--- src/source/DecodeTypes.sv ---
package DecodeTypes;

  typedef logic [4:0]  RegAddr;
  typedef logic [31:0] BasicData;
  typedef logic [31:0] Inst;
  typedef logic [31:0] Pc;
  typedef logic [6:0]  Opcode;

  localparam int     REG_COUNT = 32;
  localparam RegAddr ZERO_REG  = 5'd0;

  // RV32I major opcodes handled by the decoder.
  localparam Opcode OPCODE_OP     = 7'b0110011;
  localparam Opcode OPCODE_OP_IMM = 7'b0010011;
  localparam Opcode OPCODE_LUI    = 7'b0110111;
  localparam Opcode OPCODE_AUIPC  = 7'b0010111;
  localparam Opcode OPCODE_JAL    = 7'b1101111;
  localparam Opcode OPCODE_JALR   = 7'b1100111;
  localparam Opcode OPCODE_BRANCH = 7'b1100011;
  localparam Opcode OPCODE_LOAD   = 7'b0000011;
  localparam Opcode OPCODE_STORE  = 7'b0100011;

  typedef enum logic [3:0] {
    ALU_NONE, ALU_ADD, ALU_SUB, ALU_SLL, ALU_SLT, ALU_SLTU,
    ALU_XOR, ALU_SRL, ALU_SRA, ALU_OR, ALU_AND, ALU_PASS2
  } AluCode;

  typedef enum logic [1:0] {
    OP_TYPE_NONE, OP_TYPE_REG, OP_TYPE_IMM, OP_TYPE_PC
  } OpType;

  typedef enum logic [1:0] {
    BYPASS_NONE, BYPASS_EXEC, BYPASS_MEM
  } BypassCtrl;

  // All zero is a bubble.
  typedef struct packed {
    AluCode     aluOp;
    OpType      aluOp1Type;
    OpType      aluOp2Type;
    logic       usesRs1;
    logic       usesRs2;
    logic       rdWrite;
    logic       isLoad;
    logic       isStore;
    logic       isBranch;
    logic       isJump;
    logic [2:0] funct3;
  } OpInfo;

  typedef struct packed {
    Pc    pc;
    Inst  inst;
    logic isBranchTakenPredicted;
    logic isNextPcPredicted;
    Pc    predictedNextPC;
  } FetchStagePipeReg;

  typedef struct packed {
    Pc         pc;
    BasicData  rs1Data;
    BasicData  rs2Data;
    RegAddr    rdAddr;
    BypassCtrl op1BypassCtrl;
    BypassCtrl op2BypassCtrl;
    BasicData  imm;
    OpInfo     opInfo;
    logic      isBranchTakenPredicted;
    logic      isNextPcPredicted;
    Pc         predictedNextPC;
  } ExecuteStagePipeReg;

  typedef struct packed {
    logic     en;
    RegAddr   addr;
    BasicData data;
  } WriteBack;

endpackage

--- src/source/DecodeStage.sv ---
`timescale 1ns/1ps

module DecodeStage (
  input  logic                            clk,
  input  logic                            rstN,
  input  DecodeTypes::FetchStagePipeReg   fetchReg,
  input  DecodeTypes::RegAddr             rdAddr,
  input  DecodeTypes::BasicData           imm,
  input  DecodeTypes::OpInfo              opInfo,
  input  DecodeTypes::BasicData           rs1Data,
  input  DecodeTypes::BasicData           rs2Data,
  input  DecodeTypes::BypassCtrl          op1BypassCtrl,
  input  DecodeTypes::BypassCtrl          op2BypassCtrl,
  input  logic                            dataHazard,
  input  logic                            branchMiss,
  output DecodeTypes::ExecuteStagePipeReg execReg
);

  always_ff @(posedge clk or negedge rstN) begin
    if (!rstN) begin
      execReg <= '0;
    end else if (dataHazard || branchMiss) begin
      // Bubble.
      execReg <= '0;
    end else begin
      execReg.pc <= fetchReg.pc;
      execReg.rs1Data <= rs1Data;
      execReg.rs2Data <= rs2Data;
      execReg.rdAddr <= rdAddr;
      execReg.op1BypassCtrl <= op1BypassCtrl;
      execReg.op2BypassCtrl <= op2BypassCtrl;
      execReg.imm <= imm;
      execReg.opInfo <= opInfo;
      execReg.isBranchTakenPredicted <= fetchReg.isBranchTakenPredicted;
      execReg.isNextPcPredicted <= fetchReg.isNextPcPredicted;
      execReg.predictedNextPC <= fetchReg.predictedNextPC;
    end
  end

  // Wrong-path instruction must never reach writeback.
  assert property (@(posedge clk) disable iff (!rstN)
    branchMiss |=> (execReg.opInfo.rdWrite == 1'b0))
    else $error("register write survived a branch miss");

endmodule

--- src/source/DecodeUnit.sv ---
`timescale 1ns/1ps

module DecodeUnit (
  input  logic                            clk,
  input  logic                            rstN,
  input  DecodeTypes::FetchStagePipeReg   fetchReg,
  input  DecodeTypes::WriteBack           writeBack,
  input  DecodeTypes::RegAddr             memRdAddr,
  input  logic                            memRdWrite,
  input  logic                            branchMiss,
  output DecodeTypes::ExecuteStagePipeReg execReg,
  output logic                            stall
);

  DecodeTypes::RegAddr    rs1Addr;
  DecodeTypes::RegAddr    rs2Addr;
  DecodeTypes::RegAddr    rdAddr;
  DecodeTypes::BasicData  imm;
  DecodeTypes::OpInfo     opInfo;
  DecodeTypes::BasicData  rs1Data;
  DecodeTypes::BasicData  rs2Data;
  DecodeTypes::BypassCtrl op1BypassCtrl;
  DecodeTypes::BypassCtrl op2BypassCtrl;
  logic                   dataHazard;

  Decoder u_decoder (
    .inst    (fetchReg.inst),
    .rs1Addr (rs1Addr),
    .rs2Addr (rs2Addr),
    .rdAddr  (rdAddr),
    .imm     (imm),
    .opInfo  (opInfo)
  );

  RegisterFile u_registerFile (.*);

  // Execute-stage destination comes back from the pipeline register.
  HazardUnit u_hazardUnit (
    .execRdAddr (execReg.rdAddr),
    .execOpInfo (execReg.opInfo),
    .*
  );

  DecodeStage u_decodeStage (.*);

  assign stall = dataHazard;

endmodule

--- src/source/Decoder.sv ---
`timescale 1ns/1ps

module Decoder (
  input  DecodeTypes::Inst      inst,
  output DecodeTypes::RegAddr   rs1Addr,
  output DecodeTypes::RegAddr   rs2Addr,
  output DecodeTypes::RegAddr   rdAddr,
  output DecodeTypes::BasicData imm,
  output DecodeTypes::OpInfo    opInfo
);

  logic [2:0] funct3;
  logic [6:0] funct7;
  logic       legal;
  DecodeTypes::BasicData immI;
  DecodeTypes::BasicData immS;
  DecodeTypes::BasicData immB;
  DecodeTypes::BasicData immU;
  DecodeTypes::BasicData immJ;

  // Shared by OP and OP-IMM; alt selects SUB or SRA.
  function automatic DecodeTypes::AluCode aluFromFunct(input logic [2:0] f3, input logic alt);
    case (f3)
      3'b000: begin
        if (alt) return DecodeTypes::ALU_SUB;
        return DecodeTypes::ALU_ADD;
      end
      3'b001: return DecodeTypes::ALU_SLL;
      3'b010: return DecodeTypes::ALU_SLT;
      3'b011: return DecodeTypes::ALU_SLTU;
      3'b100: return DecodeTypes::ALU_XOR;
      3'b101: begin
        if (alt) return DecodeTypes::ALU_SRA;
        return DecodeTypes::ALU_SRL;
      end
      3'b110: return DecodeTypes::ALU_OR;
      default: return DecodeTypes::ALU_AND;
    endcase
  endfunction

  assign funct3  = inst[14:12];
  assign funct7  = inst[31:25];
  assign rs1Addr = inst[19:15];
  assign rs2Addr = inst[24:20];
  assign rdAddr  = inst[11:7];

  assign immI = {{20{inst[31]}}, inst[31:20]};
  assign immS = {{20{inst[31]}}, inst[31:25], inst[11:7]};
  assign immB = {{19{inst[31]}}, inst[31], inst[7], inst[30:25], inst[11:8], 1'b0};
  assign immU = {inst[31:12], 12'b0};
  assign immJ = {{11{inst[31]}}, inst[31], inst[19:12], inst[20], inst[30:21], 1'b0};

  always_comb begin
    opInfo = '0;
    imm = '0;
    legal = 1'b1;
    opInfo.funct3 = funct3;
    case (inst[6:0])
      DecodeTypes::OPCODE_OP: begin
        legal = (funct7 == 7'b0000000) ||
                (funct7 == 7'b0100000 && (funct3 == 3'b000 || funct3 == 3'b101));
        opInfo.aluOp = aluFromFunct(funct3, funct7[5]);
        opInfo.aluOp1Type = DecodeTypes::OP_TYPE_REG;
        opInfo.aluOp2Type = DecodeTypes::OP_TYPE_REG;
        opInfo.usesRs1 = 1'b1;
        opInfo.usesRs2 = 1'b1;
        opInfo.rdWrite = 1'b1;
      end
      DecodeTypes::OPCODE_OP_IMM: begin
        // Shift immediates reuse funct7 as a selector.
        legal = (funct3 != 3'b001 || funct7 == 7'b0000000) &&
                (funct3 != 3'b101 || {funct7[6], funct7[4:0]} == 6'b0);
        opInfo.aluOp = aluFromFunct(funct3, funct3 == 3'b101 && funct7[5]);
        opInfo.aluOp1Type = DecodeTypes::OP_TYPE_REG;
        opInfo.aluOp2Type = DecodeTypes::OP_TYPE_IMM;
        opInfo.usesRs1 = 1'b1;
        opInfo.rdWrite = 1'b1;
        imm = immI;
      end
      DecodeTypes::OPCODE_LUI: begin
        opInfo.aluOp = DecodeTypes::ALU_PASS2;
        opInfo.aluOp2Type = DecodeTypes::OP_TYPE_IMM;
        opInfo.rdWrite = 1'b1;
        imm = immU;
      end
      DecodeTypes::OPCODE_AUIPC: begin
        opInfo.aluOp = DecodeTypes::ALU_ADD;
        opInfo.aluOp1Type = DecodeTypes::OP_TYPE_PC;
        opInfo.aluOp2Type = DecodeTypes::OP_TYPE_IMM;
        opInfo.rdWrite = 1'b1;
        imm = immU;
      end
      DecodeTypes::OPCODE_JAL: begin
        opInfo.aluOp = DecodeTypes::ALU_ADD;
        opInfo.aluOp1Type = DecodeTypes::OP_TYPE_PC;
        opInfo.aluOp2Type = DecodeTypes::OP_TYPE_IMM;
        opInfo.rdWrite = 1'b1;
        opInfo.isJump = 1'b1;
        imm = immJ;
      end
      DecodeTypes::OPCODE_JALR: begin
        legal = funct3 == 3'b000;
        opInfo.aluOp = DecodeTypes::ALU_ADD;
        opInfo.aluOp1Type = DecodeTypes::OP_TYPE_REG;
        opInfo.aluOp2Type = DecodeTypes::OP_TYPE_IMM;
        opInfo.usesRs1 = 1'b1;
        opInfo.rdWrite = 1'b1;
        opInfo.isJump = 1'b1;
        imm = immI;
      end
      DecodeTypes::OPCODE_BRANCH: begin
        legal = funct3[2:1] != 2'b01;
        opInfo.aluOp = DecodeTypes::ALU_SUB;
        opInfo.aluOp1Type = DecodeTypes::OP_TYPE_REG;
        opInfo.aluOp2Type = DecodeTypes::OP_TYPE_REG;
        opInfo.usesRs1 = 1'b1;
        opInfo.usesRs2 = 1'b1;
        opInfo.isBranch = 1'b1;
        imm = immB;
      end
      DecodeTypes::OPCODE_LOAD: begin
        legal = funct3 != 3'b011 && funct3[2:1] != 2'b11;
        opInfo.aluOp = DecodeTypes::ALU_ADD;
        opInfo.aluOp1Type = DecodeTypes::OP_TYPE_REG;
        opInfo.aluOp2Type = DecodeTypes::OP_TYPE_IMM;
        opInfo.usesRs1 = 1'b1;
        opInfo.rdWrite = 1'b1;
        opInfo.isLoad = 1'b1;
        imm = immI;
      end
      DecodeTypes::OPCODE_STORE: begin
        legal = !funct3[2] && funct3[1:0] != 2'b11;
        opInfo.aluOp = DecodeTypes::ALU_ADD;
        opInfo.aluOp1Type = DecodeTypes::OP_TYPE_REG;
        opInfo.aluOp2Type = DecodeTypes::OP_TYPE_IMM;
        opInfo.usesRs1 = 1'b1;
        opInfo.usesRs2 = 1'b1;
        opInfo.isStore = 1'b1;
        imm = immS;
      end
      default: legal = 1'b0;
    endcase
    if (!legal) begin
      opInfo = '0;
      imm = '0;
    end
  end

endmodule

--- src/source/HazardUnit.sv ---
`timescale 1ns/1ps

module HazardUnit (
  input  DecodeTypes::RegAddr    rs1Addr,
  input  DecodeTypes::RegAddr    rs2Addr,
  input  DecodeTypes::OpInfo     opInfo,
  input  DecodeTypes::RegAddr    execRdAddr,
  input  DecodeTypes::OpInfo     execOpInfo,
  input  DecodeTypes::RegAddr    memRdAddr,
  input  logic                   memRdWrite,
  output DecodeTypes::BypassCtrl op1BypassCtrl,
  output DecodeTypes::BypassCtrl op2BypassCtrl,
  output logic                   dataHazard
);

  logic rs1LoadMatch;
  logic rs2LoadMatch;

  // Youngest producer wins, so execute is checked before memory.
  function automatic DecodeTypes::BypassCtrl selectBypass(input DecodeTypes::RegAddr src,
                                                          input logic used);
    if (!used || src == DecodeTypes::ZERO_REG) begin
      return DecodeTypes::BYPASS_NONE;
    end
    if (execOpInfo.rdWrite && execRdAddr == src) begin
      return DecodeTypes::BYPASS_EXEC;
    end
    if (memRdWrite && memRdAddr == src) begin
      return DecodeTypes::BYPASS_MEM;
    end
    return DecodeTypes::BYPASS_NONE;
  endfunction

  always_comb begin
    op1BypassCtrl = selectBypass(rs1Addr, opInfo.usesRs1);
    op2BypassCtrl = selectBypass(rs2Addr, opInfo.usesRs2);
  end

  // Load data is not ready until the memory stage.
  assign rs1LoadMatch = opInfo.usesRs1 && rs1Addr == execRdAddr;
  assign rs2LoadMatch = opInfo.usesRs2 && rs2Addr == execRdAddr;
  assign dataHazard = execOpInfo.isLoad && execRdAddr != DecodeTypes::ZERO_REG &&
                      (rs1LoadMatch || rs2LoadMatch);

  // A stalling load must also be seen as an execute-stage producer.
  always_comb begin
    if (dataHazard) begin
      assert (execOpInfo.isLoad &&
              (op1BypassCtrl == DecodeTypes::BYPASS_EXEC ||
               op2BypassCtrl == DecodeTypes::BYPASS_EXEC))
        else $error("load-use hazard without an execute bypass match");
    end
  end

endmodule

--- src/source/RegisterFile.sv ---
`timescale 1ns/1ps

module RegisterFile (
  input  logic                  clk,
  input  logic                  rstN,
  input  DecodeTypes::RegAddr   rs1Addr,
  input  DecodeTypes::RegAddr   rs2Addr,
  input  DecodeTypes::WriteBack writeBack,
  output DecodeTypes::BasicData rs1Data,
  output DecodeTypes::BasicData rs2Data
);

  DecodeTypes::BasicData regs [DecodeTypes::REG_COUNT];

  // x0 is hardwired; a write in flight bypasses the array.
  function automatic DecodeTypes::BasicData readReg(input DecodeTypes::RegAddr addr);
    if (addr == DecodeTypes::ZERO_REG) begin
      return '0;
    end
    if (writeBack.en && writeBack.addr == addr) begin
      return writeBack.data;
    end
    return regs[addr];
  endfunction

  always_ff @(posedge clk or negedge rstN) begin
    if (!rstN) begin
      regs <= '{default: '0};
    end else if (writeBack.en && writeBack.addr != DecodeTypes::ZERO_REG) begin
      regs[writeBack.addr] <= writeBack.data;
    end
  end

  always_comb begin
    rs1Data = readReg(rs1Addr);
    rs2Data = readReg(rs2Addr);
  end

  // x0 storage never changes, even when written.
  assert property (@(posedge clk) disable iff (!rstN)
    regs[DecodeTypes::ZERO_REG] == '0)
    else $error("x0 storage was overwritten");

endmodule

--- config.mk ---
export PLATFORM = sky130hd
export DESIGN_NAME = DecodeUnit
export DESIGN_NICKNAME = d
export VERILOG_FILES = /design/src/source/DecodeTypes.sv /design/src/source/DecodeStage.sv /design/src/source/DecodeUnit.sv /design/src/source/Decoder.sv /design/src/source/HazardUnit.sv /design/src/source/RegisterFile.sv
export SDC_FILE = /design/constraint.sdc
export NUM_CORES = 2
export LEC_CHECK = 0
export BUFFER_PORTS_ARGS = -buffer_cell sky130_fd_sc_hd__buf_2
export CAP_MARGIN = 10
export CORE_UTILIZATION = 24
export DETAILED_ROUTE_END_ITERATION = 12
export HOLD_SLACK_MARGIN = 0.15
export PLACE_DENSITY = 0.48
export SYNTH_ARGS = -nofsm -noshare
export SYNTH_HDL_FRONTEND = slang
export SYNTH_HIERARCHICAL = 1
export SYNTH_SLANG_ARGS = --single-unit
--- constraint.sdc ---
create_clock -name clk -period 2.3 [get_ports clk]
set_input_delay 0 -clock clk [delete_from_list [all_inputs] [get_ports clk]]
set_output_delay 0 -clock clk [all_outputs]
set_load 0.03 [all_outputs]
==> metrics.md <==
| Metric | Value |
|---|---|
| Async S/R FF share, synth | 100% |
| Initial Util | 24.1% |
| Hold path depth | 8 |
| Clk pin slew, worst setup/hold paths | 0.06 ns |
| Synthesized Nets | 4,757 |
| Failing checks | design-rule violations |
| Most frequent cells in the layout | dfrtp_1, mux2_2, mux2i_1, mux4_2, buf_2 |
| Row cnt | 189 |
| Pwr/cell area | 782 mW/mm^2 |
| Outcome | finished with violations |
| Die area | 0.269 sq mm |
| Final hold vios | 0 |
| Fmax | 438 MHz |
| Die Width | 518 microns |
| P_leak | 35.1 nW |
| Leading cell type in the layout, fill and taps excluded | dfrtp_1 |
| Seq cells post-synth | 1,213 |
| Via count | 45,600 |
| Clock tree buffer depth | 3 |
| Vias in the first global route | 47,300 |
| Max-cap viol count | 0 |
| Height of the die | 518 microns |
| Final nets | 5,427 |
| GRT overflow | 0 |
| Final WL | 259 mm |
| Filler Cell Count | 26,500 |
| Vias/cell | 5.10 |
| Tmin final | 2.29 ns |
| Worst hold-check path type | in2reg |
| Fraction of layout cells with a size suffix above 1 | 47.6% |
| Mapped Area | 0.0640 sq mm |
| Setup_tns | 0 ns |
| P&R area growth vs syn | 25.4% |
| Final design utilization | 30.3% |
| WL/cell | 29.0 microns |
| RSZ-0062 raised after global routing | true |
| I/O Buffers | 334 |
| Post-Syn Area per Cell | 13.9 sq um |
| Critical Setup Path Class | reg2out |
| Clk Latency, worst-skew pair | 0.81 ns |
| Root buf cell | clkbuf_16 |
| Worst Skew | 0.0326 ns |
| CP endpoint kind | output pin |
| Synth Instances | 4,612 |
| First-pass GRT wire length | 369 mm |
| Max incr delay on CP | 0.48 ns |
| Clock net sink count | 1,213 |
| Slew HR | 34.2% |
| Number of buffers created by CTS | 135 |
| Final critical-path share of the clock period | 99.4% |
| GRT Util Overall | 19.0% |
| IO Pins | 335 |
| Worst Tran Pin Value | 0.973 ns |
| Finish-stage setup viols | 0 |
| Crit-path max FO | 4 |
| CP arrival | 2.29 ns |
| Max IR drop VDD | 0.679 mV |
| EDFF count, synth | 0 |
| Hpwl dp | 167 mm |
| Drc violations | 8 |
| Main synth FF type | dfrtp_1 |
| Initial DRC Count | 3,690 |
| Synthesis warning total | 6 |
| Htree depth | 4 |
| Core ar. | 0.265 sq mm |
| Final Wtd Congestion | 0.869 |
| ANT nets after route | 0 |
| Final Max Slew Viols | 0 |
| Required @ worst endpoint | 2.30 ns |
| CTS tree | done |
| Final Power | 62.8 mW |
| Initial DRT Pass Iterations | 9 |
| Startpoint types | flip-flop |
| Worst-path cell chain | or3_4 > o311a_4 > buf_12 > buf_8 |
| Netlist cell types | 84 |
| Slowest cell on crit path | dfrtp_2 |
| Seq/Total Area, Yosys | 47.4% |
| Initial antenna violation count | 26 |
| Pin count of the biggest net entering global routing | 90 |
| Worst r2r path cells | 7 |
## cell type report
class | instances | area (sq um) | share of cell area, %
timing repair buffer | 1057 | 9790 | 12.2
clock inverter | 48 | 477 | 0.594
sequential | 1213 | 30400 | 37.8
multi-input combinational | 2869 | 31200 | 38.8
inverter | 6 | 22.5 | 0.0281
antenna | 9 | 22.5 | 0.0281
tap | 3533 | 4420 | 5.51
clock buffer | 194 | 4040 | 5.03
## what timing repair did
item                                    in CTS  in global routing
hold endpoints to repair                  2394                  3
pin swaps                                    5                  2
hold buffers                               273                  1
buffers inserted                             5                  1
resized for setup                           12                 20
endpoints found under the setup margin       1                148
cloned                                       1                  1
## power breakdown
part / total, mW / switching [mW] / internal (mW) / leakage, nW
logic: 12.6 / 5.61 / 7.02 / 17.2
clock network: 22.5 / 9.55 / 12.9 / 2.25
registers: 27.7 / 2.77 / 24.9 / 15.6
total: 62.8 / 17.9 / 44.9 / 35.1
## cells by family after synthesis
| group | synth area share [%] |
|---|---|
| XOR/XNOR | 0.410 |
| multiplexers | 35.5 |
| flip-flops | 47.4 |
| buffers and inverters | 4.56 |
| AND/OR/NAND/NOR | 6.13 |
| AO/OA/AOI/OAI | 6.01 |
## path summary, 6_finish.rpt
check	from	endpoint	slack (ns)
setup / recovery	u_decodeStage/execReg[88]	stall	0.01
hold / removal	fetchReg[34]	u_decodeStage/execReg[69]	0.22
setup reg to reg	u_decodeStage/execReg[88]	u_decodeStage/execReg[3]	0.05
hold reg to reg	u_registerFile/regs[1004]	u_registerFile/regs[1004]	0.40
max in group asynchronous	rstN	u_registerFile/regs[430]	1.11
min in group asynchronous	rstN	u_registerFile/regs[458]	0.59
## cells in the mapped netlist (32+ instances only)
master    instances  area share, %
dfrtp_1        1213             47
nor2_1           88           0.52
a211oi_1         49           0.57
a21oi_1          84           0.66
mux4_2          349             12
buf_2           158            1.2
a32o_1           32           0.50
buf_6            58            1.0
buf_4            41           0.48
nand3_1          61           0.48
o21ai_1          48           0.38
o21ai_0          53           0.41
nand2_1         140           0.82
nor3b_2         111            2.2
mux2i_1         363            5.7
o22ai_1          76           0.74
clkbuf_1        201            1.2
o221ai_1         42           0.57
nor3b_1          88            1.0
buf_1            54           0.32
mux2_2          979             17
## worst max-delay path, delay by kind of cell (launching register included)
kind	cells	cell delay [ns]
flip-flops	1	0.48
AND/OR/NAND/NOR	1	0.39
AO/OA/AOI/OAI	1	0.34
buffers and inverters	2	0.27
## per-stage QoR
step / instance area [sq um] / instances / setup slack (ns) / hold WS (ns)
floorplan: 64100 / 4612 / 0.00629 / -0.296
global placement: 72800 / 8402 / -0.312 / 0.0153
detailed placement: 72800 / 8402 / -0.360 / 0.0105
CTS: 80200 / 8922 / -0.0270 / 0.167
global route: 80300 / 8924 / -0.0615 / 0.262
finish: 80300 / 8929 / 0.0143 / 0.223
## state kept, by name (all words and copies together) (netlist names)
name                   count
u_decodeStage/execReg    189
u_registerFile/regs     1024
## per-layer routing
metal | share of wire, % | track usage, % | routed length [microns]
met5 | 0.049 | 0 | 126
met4 | 4.7 | 8.37 | 12200
met3 | 5.1 | 2.71 | 13100
met2 | 48 | 31.5 | 125000
met1 | 42 | 24.5 | 108000
Note: power is estimated with default switching activity, not from simulation.
